[src/hdl/exCore_macros.svh]
`ifndef EX_CORE_MACROS_SVH
`define EX_CORE_MACROS_SVH

// Datapath width of GPRs, ALU and load data
`define EX_DATA_W 64

// Load address width
`define EX_ADDR_W 48

// Immediate width from decode, sign extended in EX1
`define EX_IMM_W 33

// SLEEP hold length in cycles, must fit the 4-bit hold counter
`define EX_SLEEP_CYC 15

`endif
[src/hdl/exRegPkg.sv]
package exRegPkg;

	// GPR number, 16 entries
	typedef logic [3:0] regId;

	// Zero register, reads 0 and drops writes
	localparam regId REG_ZZR = 4'd0;

	// Status register value
	typedef logic [7:0] srVal;

	// Flags out of EX1
	// [0] T, [1] S, [2] zero, [3] carry, [4] overflow, [5] signed less-than
	typedef logic [5:0] aluFlag;

	// SR field positions
	typedef enum int unsigned {
		SR_T     = 0,	// Compare result / zero for ADD,SUB
		SR_S     = 1,	// Sign of result
		SR_CV_LO = 4,	// Low bit of carry/overflow nibble
		SR_CV_HI = 7	// High bit of the nibble
	} srBit;

endpackage

[src/hdl/exOpPkg.sv]
package exOpPkg;

	// Micro-op command field
	typedef enum logic [5:0] {
		UCMD_NOP    = 6'h00,	// No operation
		UCMD_MOV_IR = 6'h01,	// Rn = Imm
		UCMD_ALU3   = 6'h02,	// Rn = Rs op Rt
		UCMD_ALUCMP = 6'h03,	// SR.T = Rs cmp Rt, no GPR write
		UCMD_MOV_MR = 6'h04,	// Rn = mem[Rs + Imm]
		UCMD_IXT    = 6'h05		// Extended op, sub-op in uIxt
	} uCmd;

	// Sub-op field, meaning depends on uCmd
	typedef enum logic [5:0] {
		UIXT_ADD   = 6'h00,		// ALU3
		UIXT_SUB   = 6'h01,		// ALU3
		UIXT_AND   = 6'h02,		// ALU3, SR untouched
		UIXT_OR    = 6'h03,		// ALU3, SR untouched
		UIXT_CMPEQ = 6'h08,		// ALUCMP, equal
		UIXT_CMPGT = 6'h09,		// ALUCMP, signed greater
		UIXT_NOP   = 6'h10,		// IXT
		UIXT_SLEEP = 6'h11		// IXT, timed stall
	} uIxt;

	// Command and sub-op latched together between EX1 and EX2
	typedef struct packed {
		uCmd cmd;
		uIxt ixt;
	} uOp;

	// Bubble value for the op latch
	localparam uOp UOP_NOP = '{cmd: UCMD_NOP, ixt: UIXT_NOP};

endpackage

[src/hdl/exCore.sv]
`timescale 1ns/1ns
`include "exCore_macros.svh"

module exCore (
	input  logic                  clock,
	input  logic                  arstN,
	input  exOpPkg::uCmd          opUCmd,
	input  exOpPkg::uIxt          opUIxt,
	input  exRegPkg::regId        regIdRs,
	input  exRegPkg::regId        regIdRt,
	input  exRegPkg::regId        regIdRn,
	input  logic [`EX_IMM_W-1:0]  regValImm,
	input  logic                  opBraFlush,
	input  logic [`EX_DATA_W-1:0] memDataIn,
	input  logic                  memDataOk,
	output logic                  exHold,
	output logic [`EX_ADDR_W-1:0] memAddr,
	output logic                  memReq,
	output exRegPkg::regId        wbId,
	output logic [`EX_DATA_W-1:0] wbValue,
	output logic                  wbValid,
	output exRegPkg::srVal        srOut
);

	exRegPkg::regId        rdIdA;		// EX1 source IDs
	exRegPkg::regId        rdIdB;
	logic [`EX_DATA_W-1:0] rdValA;		// Forwarded source values
	logic [`EX_DATA_W-1:0] rdValB;
	logic [`EX_DATA_W-1:0] aluResE1;
	exRegPkg::aluFlag      aluFlagsE1;
	logic [`EX_ADDR_W-1:0] memAddrE1;
	exRegPkg::regId        regIdRnE2;	// EX2 side of the latches
	logic [`EX_DATA_W-1:0] aluResE2;
	exRegPkg::aluFlag      aluFlagsE2;
	logic [`EX_ADDR_W-1:0] memAddrE2;
	exOpPkg::uOp           opE2;
	logic                  srWrEn;
	exRegPkg::srVal        srNext;

	exRegFile regFile_inst (
		.clock(clock), .arstN(arstN),
		.rdIdA(rdIdA), .rdIdB(rdIdB), .rdValA(rdValA), .rdValB(rdValB),
		.wrEn(wbValid), .wrId(wbId), .wrVal(wbValue),
		.srWrEn(srWrEn), .srIn(srNext), .srOut(srOut)
	);

	exStage1 stage1_inst (
		.opUCmd(opUCmd), .opUIxt(opUIxt),
		.regIdRs(regIdRs), .regIdRt(regIdRt), .regValImm(regValImm),
		.regValRs(rdValA), .regValRt(rdValB),
		.aluRes(aluResE1), .aluFlags(aluFlagsE1), .memAddrNext(memAddrE1),
		.rdIdA(rdIdA), .rdIdB(rdIdB)
	);

	// EX1/EX2 boundary, younger-op squash is left to the decoder
	exPipeLatch #(.payloadT(exRegPkg::regId), .resetVal(exRegPkg::REG_ZZR)) dstLatch_inst (
		.clock(clock), .arstN(arstN), .hold(exHold), .flush(1'b0),
		.d(regIdRn), .q(regIdRnE2)
	);

	exPipeLatch #(.payloadT(logic [`EX_DATA_W-1:0])) resLatch_inst (
		.clock(clock), .arstN(arstN), .hold(exHold), .flush(1'b0),
		.d(aluResE1), .q(aluResE2)
	);

	exPipeLatch #(.payloadT(exRegPkg::aluFlag)) flagLatch_inst (
		.clock(clock), .arstN(arstN), .hold(exHold), .flush(1'b0),
		.d(aluFlagsE1), .q(aluFlagsE2)
	);

	exPipeLatch #(.payloadT(logic [`EX_ADDR_W-1:0])) addrLatch_inst (
		.clock(clock), .arstN(arstN), .hold(exHold), .flush(1'b0),
		.d(memAddrE1), .q(memAddrE2)
	);

	exPipeLatch #(.payloadT(exOpPkg::uOp), .resetVal(exOpPkg::UOP_NOP)) opLatch_inst (
		.clock(clock), .arstN(arstN), .hold(exHold), .flush(1'b0),
		.d('{cmd: opUCmd, ixt: opUIxt}), .q(opE2)
	);

	exStage2 stage2_inst (
		.clock(clock), .arstN(arstN),
		.opUCmd(opE2.cmd), .opUIxt(opE2.ixt), .regIdRn(regIdRnE2),
		.aluRes(aluResE2), .aluFlags(aluFlagsE2), .memAddrIn(memAddrE2),
		.opBraFlush(opBraFlush), .memDataIn(memDataIn), .memDataOk(memDataOk),
		.srIn(srOut), .exHold(exHold), .memReq(memReq), .memAddr(memAddr),
		.wbValid(wbValid), .wbId(wbId), .wbValue(wbValue),
		.srWrEn(srWrEn), .srNext(srNext)
	);

endmodule

[src/hdl/exStage2.sv]
`timescale 1ns/1ns
`include "exCore_macros.svh"

module exStage2 (
	input  logic                  clock,
	input  logic                  arstN,
	input  exOpPkg::uCmd          opUCmd,
	input  exOpPkg::uIxt          opUIxt,
	input  exRegPkg::regId        regIdRn,		// Destination from EX1 latch
	input  logic [`EX_DATA_W-1:0] aluRes,		// Latched ALU result
	input  exRegPkg::aluFlag      aluFlags,		// Latched flags
	input  logic [`EX_ADDR_W-1:0] memAddrIn,	// Latched load address
	input  logic                  opBraFlush,	// Squash the op in EX2
	input  logic [`EX_DATA_W-1:0] memDataIn,
	input  logic                  memDataOk,	// One-cycle data ready
	input  exRegPkg::srVal        srIn,			// Current SR
	output logic                  exHold,
	output logic                  memReq,
	output logic [`EX_ADDR_W-1:0] memAddr,
	output logic                  wbValid,
	output exRegPkg::regId        wbId,
	output logic [`EX_DATA_W-1:0] wbValue,
	output logic                  srWrEn,
	output exRegPkg::srVal        srNext
);

	exOpPkg::uCmd cmdLive;		// NOP when flushed
	logic         opLive;
	logic         doOut;		// GPR write this cycle
	logic         doSr;			// SR write this cycle
	logic         isLoad;
	logic [3:0]   holdTarget;	// Cycles to hold for this op
	logic [3:0]   holdCyc;		// Cycles held so far

	always_comb begin
		opLive     = !opBraFlush;
		cmdLive    = opLive ? opUCmd : exOpPkg::UCMD_NOP;
		doOut      = 1'b0;
		doSr       = 1'b0;
		isLoad     = 1'b0;
		holdTarget = 4'd0;
		wbValue    = aluRes;			// Forward by default

		case (cmdLive)
			exOpPkg::UCMD_MOV_IR: begin
				doOut = 1'b1;
			end
			exOpPkg::UCMD_ALU3: begin
				doOut = 1'b1;
				// Logic ops leave SR alone
				doSr  = (opUIxt == exOpPkg::UIXT_ADD) || (opUIxt == exOpPkg::UIXT_SUB);
			end
			exOpPkg::UCMD_ALUCMP: begin
				doSr = 1'b1;			// Flags only, no GPR
			end
			exOpPkg::UCMD_MOV_MR: begin
				isLoad  = 1'b1;
				wbValue = memDataIn;
				doOut   = memDataOk;	// Write once data is back
			end
			exOpPkg::UCMD_IXT: begin
				if (opUIxt == exOpPkg::UIXT_SLEEP)
					holdTarget = 4'(`EX_SLEEP_CYC);
			end
			default: begin
			end
		endcase
	end

	// Stall until the countdown ends or load data arrives
	assign exHold = (holdCyc < holdTarget) || (isLoad && !memDataOk);

	assign memReq  = isLoad;
	assign memAddr = memAddrIn;

	assign wbValid = doOut;
	assign wbId    = opLive ? regIdRn : exRegPkg::REG_ZZR;	// Flush goes to ZZR

	always_comb begin
		srNext = srIn;					// Keep untouched fields
		srNext[exRegPkg::SR_T] = aluFlags[0];
		srNext[exRegPkg::SR_S] = aluFlags[1];
		srNext[exRegPkg::SR_CV_HI:exRegPkg::SR_CV_LO] = aluFlags[5:2];
	end

	assign srWrEn = doSr;

	always_ff @(posedge clock or negedge arstN) begin
		if (!arstN)
			holdCyc <= 4'd0;
		else if (exHold)
			holdCyc <= holdCyc + {3'd0, (holdCyc != 4'hF)};	// Saturate at 15
		else
			holdCyc <= 4'd0;			// Rearm for next op
	end

endmodule

[src/hdl/exStage1.sv]
`timescale 1ns/1ns
`include "exCore_macros.svh"

module exStage1 (
	input  exOpPkg::uCmd          opUCmd,
	input  exOpPkg::uIxt          opUIxt,
	input  exRegPkg::regId        regIdRs,		// Source A, ALU / base
	input  exRegPkg::regId        regIdRt,		// Source B, ALU
	input  logic [`EX_IMM_W-1:0]  regValImm,	// Immediate from decode
	input  logic [`EX_DATA_W-1:0] regValRs,		// Rs value, already forwarded
	input  logic [`EX_DATA_W-1:0] regValRt,		// Rt value, already forwarded
	output logic [`EX_DATA_W-1:0] aluRes,
	output exRegPkg::aluFlag      aluFlags,
	output logic [`EX_ADDR_W-1:0] memAddrNext,	// Load address for EX2
	output exRegPkg::regId        rdIdA,
	output exRegPkg::regId        rdIdB
);

	logic [`EX_DATA_W-1:0] immExt;		// Sign extended immediate
	logic [`EX_DATA_W-1:0] opB;			// Rt, inverted for subtract
	logic [`EX_DATA_W-1:0] sum;
	logic                  isSub;
	logic                  carryOut;
	logic                  ovf;
	logic                  zero;
	logic                  sign;
	logic                  lessS;		// Signed Rs < Rt after subtract
	logic                  tBit;

	assign rdIdA = regIdRs;				// Register file read ports
	assign rdIdB = regIdRt;

	assign immExt = {{(`EX_DATA_W - `EX_IMM_W){regValImm[`EX_IMM_W-1]}}, regValImm};

	// Compares always subtract
	assign isSub = (opUCmd == exOpPkg::UCMD_ALUCMP) ||
		((opUCmd == exOpPkg::UCMD_ALU3) && (opUIxt == exOpPkg::UIXT_SUB));

	assign opB = isSub ? ~regValRt : regValRt;

	// Shared adder, +1 completes two's complement
	assign {carryOut, sum} = {1'b0, regValRs} + {1'b0, opB} + {{`EX_DATA_W{1'b0}}, isSub};

	assign ovf   = (regValRs[`EX_DATA_W-1] == opB[`EX_DATA_W-1]) &&
		(sum[`EX_DATA_W-1] != regValRs[`EX_DATA_W-1]);
	assign zero  = (sum == '0);
	assign sign  = sum[`EX_DATA_W-1];
	assign lessS = sign ^ ovf;

	always_comb begin
		aluRes = sum;					// Adder by default
		case (opUCmd)
			exOpPkg::UCMD_MOV_IR: aluRes = immExt;
			exOpPkg::UCMD_ALU3: begin
				case (opUIxt)
					exOpPkg::UIXT_AND: aluRes = regValRs & regValRt;
					exOpPkg::UIXT_OR:  aluRes = regValRs | regValRt;
					default:           aluRes = sum;	// ADD, SUB
				endcase
			end
			default: aluRes = sum;
		endcase
	end

	always_comb begin
		tBit = zero;					// ADD/SUB: T marks zero result
		if (opUCmd == exOpPkg::UCMD_ALUCMP) begin
			if (opUIxt == exOpPkg::UIXT_CMPGT)
				tBit = !zero && !lessS;	// Rs > Rt signed
			else
				tBit = zero;			// CMPEQ
		end
	end

	// Packed as {lt, ovf, carry, zero, S, T}
	assign aluFlags = {lessS, ovf, carryOut, zero, sign, tBit};

	// Base plus displacement, truncated to address width
	assign memAddrNext = regValRs[`EX_ADDR_W-1:0] + immExt[`EX_ADDR_W-1:0];

endmodule

[src/hdl/exRegFile.sv]
`timescale 1ns/1ns
`include "exCore_macros.svh"

module exRegFile (
	input  logic                  clock,
	input  logic                  arstN,
	input  exRegPkg::regId        rdIdA,
	input  exRegPkg::regId        rdIdB,
	output logic [`EX_DATA_W-1:0] rdValA,
	output logic [`EX_DATA_W-1:0] rdValB,
	input  logic                  wrEn,
	input  exRegPkg::regId        wrId,
	input  logic [`EX_DATA_W-1:0] wrVal,
	input  logic                  srWrEn,
	input  exRegPkg::srVal        srIn,
	output exRegPkg::srVal        srOut
);

	logic [`EX_DATA_W-1:0] gpr [1:15];	// ZZR has no storage
	exRegPkg::srVal        srReg;
	logic                  wrLive;		// Write that actually lands

	assign wrLive = wrEn && (wrId != exRegPkg::REG_ZZR);

	// Read ports, write-through so EX1 sees the EX2 result this cycle
	assign rdValA = (rdIdA == exRegPkg::REG_ZZR) ? '0 :		// Hardwired zero
		(wrLive && (wrId == rdIdA)) ? wrVal : gpr[rdIdA];	// Bypass the pending write
	assign rdValB = (rdIdB == exRegPkg::REG_ZZR) ? '0 :
		(wrLive && (wrId == rdIdB)) ? wrVal : gpr[rdIdB];

	always_ff @(posedge clock) begin
		if (wrLive)
			gpr[wrId] <= wrVal;			// Writeback from EX2
	end

	always_ff @(posedge clock or negedge arstN) begin
		if (!arstN)
			srReg <= '0;
		else if (srWrEn)
			srReg <= srIn;				// Merged flags from EX2
	end

	assign srOut = srReg;

endmodule

[src/hdl/exPipeLatch.sv]
`timescale 1ns/1ns

module exPipeLatch #(
	parameter type payloadT = logic [7:0],
	parameter payloadT resetVal = payloadT'('0)
) (
	input  logic    clock,
	input  logic    arstN,
	input  logic    hold,		// Stall, keep current contents
	input  logic    flush,		// Load bubble instead of d
	input  payloadT d,
	output payloadT q
);

	always_ff @(posedge clock or negedge arstN) begin
		if (!arstN) begin
			q <= resetVal;		// Pipe starts empty
		end else if (!hold) begin
			if (flush)
				q <= resetVal;	// Bubble
			else
				q <= d;			// Normal advance
		end
	end

endmodule

[config.mk]
export PLATFORM = sky130hd
export DESIGN_NAME = exCore
export DESIGN_NICKNAME = d
export VERILOG_FILES = /design/src/hdl/exRegPkg.sv /design/src/hdl/exOpPkg.sv /design/src/hdl/exCore.sv /design/src/hdl/exStage2.sv /design/src/hdl/exStage1.sv /design/src/hdl/exRegFile.sv /design/src/hdl/exPipeLatch.sv
export VERILOG_INCLUDE_DIRS = /design/src /design/src/hdl
export SDC_FILE = /design/constraint.sdc
export NUM_CORES = 2
export LEC_CHECK = 0
export ABC_AREA = 1
export ABC_CLOCK_PERIOD_IN_PS = 4700
export BUFFER_PORTS_ARGS = -buffer_cell sky130_fd_sc_hd__buf_2
export CAP_MARGIN = 5
export CORE_UTILIZATION = 30
export CTS_CLUSTER_DIAMETER = 120
export DETAILED_ROUTE_END_ITERATION = 6
export PLACE_DENSITY_LB_ADDON = 0.2
export SLEW_MARGIN = 5
export SYNTH_ARGS = -nofsm -noshare
export SYNTH_HDL_FRONTEND = slang
export SYNTH_HIERARCHICAL = 1
export SYNTH_SLANG_ARGS = --single-unit
[constraint.sdc]
create_clock -name clock -period 4.7 [get_ports clock]
set_clock_uncertainty 0.15 [all_clocks]
set_input_delay 1.175 -clock clock [delete_from_list [all_inputs] [get_ports clock]]
set_output_delay 1.175 -clock clock [all_outputs]
set_load 0.02 [all_outputs]
* Yosys cells after proc, flatten, opt, wreduce, memory -nomap -nowiden
Memories as Yosys holds them, arrays and structs flattened.
Index checks and enable logic that the tools add are counted.
** Cells by class
- Reductions and logical operators :: 19
- Add/subtract/negate cells :: 4
- Magnitude comparators :: 1
- Equality and inequality tests :: 19
- Bitwise logic cells :: 4
- Multiplexer cells :: 20
** Operators with widths (number)
- 2-to-1 mux 64 bit :: 6
- one-hot mux 64 bit (2 select lines) :: 2
- adder 64 x 64 -> 65 bit :: 1
- adder 65 x 1 -> 65 bit :: 1
- bitwise AND 64 bit :: 1
- zero test 64 bit :: 1
- inverter 64 bit :: 1
- OR 64 bit :: 1
- adder 48 bit :: 1
- == test 6 x 2 -> 1 bit, second input constant :: 6
- == test 6 x 1 -> 1 bit, second input constant :: 4
- 2-to-1 mux 4 bit :: 4
- == test 6 x 3 -> 1 bit, second input constant :: 2
- == test 4 bit :: 2
- zero test 4 bit :: 2
- logical AND 1 bit :: 7
- == test 6 x 4 -> 1 bit, second input constant :: 1
- == test 6 x 5 -> 1 bit, second input constant :: 1
- zero test 6 bit :: 1
- 2-to-1 mux 6 bit :: 1
- 2-to-1 mux 1 bit :: 5
- adder 4 x 1 -> 4 bit :: 1
- less-than comparator 4 bit :: 1
- != test 4 bit, second input constant :: 1
- other kinds (8) :: 13
** Word-level totals
- Register bits :: 144
- Output and inout port bits :: 127
- Memories kept :: 1
- Memory bits (writable) :: 960
- Input port bits :: 125
** Memories
- regFile_inst.gpr :: depth 15, bits a word 64, read ports 2, clocked after memory_dff 0, write ports 1, line exRegFile.sv:19 : logic [`EX_DATA_W-1:0] gpr [1:15];

* Longest topological paths before layout
- Word-level depth :: 19
- Mapped depth :: 41
- Gate-level depth less buffers :: 38

* Cells and area by module
The synthesis kept the hierarchy.
** By module, submodules not included
- exRegFile :: cells each 6705, instances 1, seq. area each 29027.8 sq um, area an instance 52845.7 sq um
- exStage1 :: cells each 2020, instances 1, seq. area each 0.0 sq um, area an instance 10857.9 sq um
- exPipeLatch (resLatch_inst) :: cells each 270, instances 1, seq. area each 1601.5 sq um, area an instance 2416.1 sq um
- exPipeLatch (addrLatch_inst) :: cells each 203, instances 1, seq. area each 1201.2 sq um, area an instance 1806.7 sq um
- exStage2 :: cells each 326, instances 1, seq. area each 100.1 sq um, area an instance 1654.1 sq um
- exPipeLatch (opLatch_inst) :: cells each 52, instances 1, seq. area each 301.5 sq um, area an instance 466.7 sq um
- exPipeLatch (flagLatch_inst) :: cells each 25, instances 1, seq. area each 150.1 sq um, area an instance 229.0 sq um
- exPipeLatch (dstLatch_inst) :: cells each 17, instances 1, seq. area each 100.1 sq um, area an instance 151.4 sq um
- exCore :: cells each 1, instances 1, seq. area each 0.0 sq um, area an instance 3.8 sq um

* Worst setup path after synthesis
OpenSTA, ideal clock, no wires.
- Path type :: input-to-reg
- Start point :: input port opBraFlush
- End point :: register flagLatch_inst/q[0] (netlist bit)
- Data arrival time :: 5.349 ns
- Path buffers :: 4
- Path slack :: -0.920 ns
- Library setup time :: 0.121 ns
- Cell stages on the path :: 38
- Path through :: inv_2 > nand3b_2 > nor2_2 > buf_4 > nand2_1 > o211ai_1 > a21boi_1 > nand3_1 > buf_2 > buf_2 > o21ai_1 > nor2_1 > nand2_1 > nand2_1 > fa_1 > inv_1 > nand3_1 > nand3_1 > (+2 left out) > nand2_1 > nand2_1 > nand2_1 > nand2_1 > nand2_1 > nand2_1 > nand2_1 > nand2_1 > nand3_1 > nor2_1 > nand3_1 > nor2_1 > nand4_1 > o21bai_1 > nand2_1 > buf_4 > nand2_1 > nand2_1
** Between the ends
- Cells in the longest elaborated chain, start to end :: 19
- Elaborated cells between the ends (all ways) :: 38
- Classes of those cells :: add/sub: 2; order compare: 1; eq/ne: 8; mux: 13; bitwise: 2; reduce/logical: 12
** RTL lines
- start: declaration :: line exCore.sv:13 : input logic opBraFlush,
- 2-to-1 mux 6 bit * :: line exStage2.sv:37 : cmdLive = opLive ? opUCmd : exOpPkg::UCMD_NOP;
- == test 6 x 1 -> 1 bit or == test 6 x 2 -> 1 bit (tied branches) :: line exStage2.sv:44 : case (cmdLive)
- OR reduction 2 bit (no line)
- one-hot mux 1 bit (2 select lines) * :: line exStage2.sv:44
- net wbValid :: line exCore.sv:21 : output logic wbValid,
- logical AND 1 bit * :: line exRegFile.sv:23 : assign wrLive = wrEn && (wrId != exRegPkg::REG_ZZR);
- logical AND 1 bit * :: line exRegFile.sv:29 : (wrLive && (wrId == rdIdB)) ? wrVal : gpr[rdIdB];
- 2-to-1 mux 64 bit * :: line exRegFile.sv:29
- 2-to-1 mux 64 bit * :: line exRegFile.sv:28 : assign rdValB = (rdIdB == exRegPkg::REG_ZZR) ? '0 :
- net rdValB[0] :: line exCore.sv:28 : logic [`EX_DATA_W-1:0] rdValB;
- inverter 64 bit :: line exStage1.sv:39 : assign opB = isSub ? ~regValRt : regValRt;
- 2-to-1 mux 64 bit * :: line exStage1.sv:39
- adder 64 x 64 -> 65 bit * :: line exStage1.sv:42 : assign {carryOut, sum} = {1'b0, regValRs} + {1'b0, opB} + {{`EX_DATA_W{1'b0}}, isSub};
- adder 65 x 1 -> 65 bit * :: line exStage1.sv:42
- parallel branches: the longest is 6 deep, another holds zero test 64 bit
- 2-to-1 mux 1 bit * :: line exStage1.sv:67 : if (opUCmd == exOpPkg::UCMD_ALUCMP) begin
- net stage1_inst.tBit :: line exStage1.sv:28 : logic tBit;
- end signal: assignment :: line exPipeLatch.sv:17 : q <= resetVal;
- end signal: assignment :: line exPipeLatch.sv:20 : q <= resetVal;
- end: declaration :: line exPipeLatch.sv:12 : output payloadT q
Mark *: on every way through the listed nets, which the timed path passes.
A chain may end at the register's enable or synchronous reset.

* Worst setup path in the final report
- Start point :: input port opBraFlush
- End point :: register flagLatch_inst/q[0] (netlist bit)
** Between the ends
- Cells in the longest elaborated chain, start to end :: 19
- Elaborated cells between the ends (all ways) :: 38
- Classes of those cells :: add/sub: 2; order compare: 1; eq/ne: 8; mux: 13; bitwise: 2; reduce/logical: 12
** RTL lines
- 2-to-1 mux 6 bit :: line exStage2.sv:37
- == test 6 x 1 -> 1 bit or == test 6 x 2 -> 1 bit (tied branches) :: line exStage2.sv:44
- OR reduction 2 bit (no line)
- one-hot mux 1 bit (2 select lines) :: line exStage2.sv:44
- logical AND 1 bit :: line exRegFile.sv:23
- logical AND 1 bit :: line exRegFile.sv:29
- 2-to-1 mux 64 bit * :: line exRegFile.sv:29
- 2-to-1 mux 64 bit * :: line exRegFile.sv:28
- net rdValB[16] :: line exCore.sv:28
- inverter 64 bit :: line exStage1.sv:39
- 2-to-1 mux 64 bit * :: line exStage1.sv:39
- adder 64 x 64 -> 65 bit * :: line exStage1.sv:42
- adder 65 x 1 -> 65 bit * :: line exStage1.sv:42
- parallel branches: the longest is 6 deep, another holds zero test 64 bit
- 2-to-1 mux 1 bit * :: line exStage1.sv:67
- net aluFlagsE1[0] :: line exCore.sv:30 : exRegPkg::aluFlag aluFlagsE1;
Marked as above.

==> impl_metrics.ini <==
[worst_setup_path]
rr_worst_depth = 35
crit_path_end = flagLatch_inst/q[0]
startpoint_type = input pin
crit_top_cell = buf_4
cp-startpoint = opBraFlush
cpPeakStageDelay_ns = 0.41
cp_slowest_cell = ha_2
crit_path_end_kind = flip-flop
crit_family = simple AND/OR/NAND/NOR gates
crit_required_ns = 5.25
crit_cells = 36
worstPathMaxFanout = 7
rrSetupSlack_ns = -0.74
r2r_end = flagLatch_inst/q[0]
crit_type = input pin to flip-flop
worstPathArrival_ns = 6.02
crit_buf_inv = 10
reg2reg_from = opLatch_inst/q[11]

[route]
viasPerCell = 4.99
ant_nets = 0
drt-wirelength-per-cell_um = 22.1
num_vias = 70200
routed_wl_um = 311000
drt_iter0_markers = 6305
drc_errors = 0
drt-pass1-iter-count = 6

[global_routing]
grt_usage_pct = 25.7
grt_start_max_net_pins = 84
grt.overflow.total = 0
antenna_found_initial = 13
grt_pass1_wl_um = 452000
grt_pass1_vias = 67700

[yosys]
async_flop_share_pct = 13.2
avgSynthCellArea_um2 = 7.32
netlist.area_leader.share_pct = 40.9
synth_edf_count = 960
yosysSeqAreaShare_pct = 46.1
synth-seq-cells = 1106
syn_inst = 9619
synth.distinct_cells = 63
synthTopCellsByArea = edfxtp_1, nand2_1, nand3_1
synthesis.area_mm2 = 0.0704
ys_warn_count = 6
synth_top_cell_by_area = edfxtp_1
synthFlopType = edfxtp_1

[power_and_ir_drop]
peakVddDrop_uv = 392
p_leak_nw = 44.1
p_per_area_mw_per_mm2 = 357

[outcome]
violations = negative setup slack
outcome = finished with violations

[timing]
hold_viol_final = 0
fmax_ghz = 0.183
rsz0062_at_grt = true
fin_crit_ns = 5.47
worst_slack_ns = -0.772
tightest_slew_ns = 1.10
holdWs_ns = 0.186
finalCritPeriodShare_pct = 116
finalSetupViolCount = 82
slew_violations = 0
slew_headroom_pct = 26.6

[final_layout]
layout-drive-gt1-share_pct = 22.2
final_common_cell = nand2_1
mostFrequentLayoutCells = nand2_1, buf_4, nand3_1
area_delta_synth_final_pct = 30.9
fin_nets = 11000
final_area_mm2 = 0.0922

[clock_network]
cts_root_buf = clkbuf_16
cts_buffers = 138
clock_latency_ns = 0.82
cts_tree = yes
cts_max_path_buffers = 3
cts_max_level = 4
clkTransAtPathRegs_ns = 0.05
clock_sinks = 1106

[floorplanning]
dieArea_mm2 = 0.237
core_area_mm2 = 0.233
initial_utilization_pct = 30.2
rows = 177
die_h_um = 487
die_w_um = 487
ioPinCount = 252

[run]
drv_cap = 0

[place]
dpl_cell_area_mm2 = 0.0838
dpl.hpwl_um = 221000
io_buffers = 251
place_congestion = 0.957

[worst_hold_path]
hold_path_class = input pin to asynchronous set/reset pin
## stage by stage
stage,utilization [%],setup TNS [ns],total power [mW],instances,setup WS (ns)
finish,39.6,-27.67,32.9,14100,-0.772
global route,39.6,-53.05,34.2,14100,-1.13
CTS,38.5,-31.55,32.3,14000,-0.819
detailed placement,36.0,-143.84,21.1,13700,-2.57
global placement,36.0,-146.33,21.1,13700,-2.76
floorplan,-,-765.09,16.2,9624,-0.920
## synthesized netlist by cell type, drive strengths merged (8+ instances only)
master / n
inv: 1172
o21a: 12
o31ai: 11
o21ai: 418
o211ai: 40
dfrtp: 145
a31oi: 35
nand2: 3342
buf: 425
ha: 118
clkbuf: 129
nand3: 1167
a21o: 10
nor2: 1173
a21oi: 186
edfxtp: 960
a221o: 16
xor2: 100
nor4: 8
o21bai: 10
mux2: 8
nor3: 23
nand4: 18
nand3b: 18
xnor2: 34
## logic make-up (layout without fill, tap and decap cells)
| family | count (synthesis) | count (layout) | synth area share [%] |
|---|---|---|---|
| AND/OR/NAND/NOR | 5756 | 5756 | 33.2 |
| XOR/XNOR | 134 | 134 | 1.69 |
| multiplexers | 8 | 8 | 0.128 |
| buffers and inverters | 1728 | 3017 | 10.6 |
| flip-flops | 1106 | 1106 | 46.1 |
| other | 1 | 16 | 0.00532 |
| AO/OA/AOI/OAI | 762 | 762 | 6.02 |
| adder cells (fa/ha/maj) | 124 | 124 | 2.21 |
## routing by layer
metal / global-route usage [%] / routed length [um] / vias to the layer above
li1: - / - / 33000
met1: 34.2 / 133000 / 33800
met2: 41.9 / 144000 / 2791
met3: 3.55 / 20900 / 534
met4: 10.1 / 13200 / 0
met5: 0 / 0 / -
## power by group
part	total (mW)	internal, mW	switching [mW]	leakage [nW]
logic	10.4	4.14	6.30	31.2
clock network	10.8	6.29	4.51	2.21
registers	11.6	11.5	0.152	10.7
total	32.9	21.9	11.0	44.1
## how the worst min path moves through the flow
stage | startpoint | cells after the start | endpoint | slack, ns
2_1_floorplan | dstLatch_inst/q[1] | 2 | dstLatch_inst/q[1] | 0.30
3_3_place_gp | addrLatch_inst/q[41] | 2 | addrLatch_inst/q[41] | 0.31
3_5_place_dp | opLatch_inst/q[4] | 2 | opLatch_inst/q[4] | 0.31
4_1_cts | arstN | 1 | addrLatch_inst/q[37] | 0.16
5_1_grt | arstN | 1 | addrLatch_inst/q[39] | 0.22
6_report | arstN | 1 | addrLatch_inst/q[40] | 0.19
## sequential cells by signal (all words and copies together) (netlist names)
| register | count |
|---|---|
| regFile_inst/srOut | 8 |
| opLatch_inst/q | 12 |
| flagLatch_inst/q | 6 |
| regFile_inst/gpr | 960 |
| stage2_inst/holdCyc | 4 |
| resLatch_inst/q | 64 |
| addrLatch_inst/q | 48 |
| dstLatch_inst/q | 4 |
## timing repair
item,in CTS,in global routing
hold buffers,0,0
gates resized for setup,360,496
endpoints found under the setup margin,126,134
buffers inserted,33,65
pin swaps,48,203
cloned,3,5
## final cells by class
type	count	area, um2
inverters	1174	4450
clock buffers	175	3760
diodes	10	25.0
multi-input cells	6790	33400
flip-flops and latches	1106	32500
fillers	24000	141000
clock inverters	75	754
repair buffers	1593	13400
well taps	3132	3920
No activity file was read; power rests on OpenSTA's default activity.
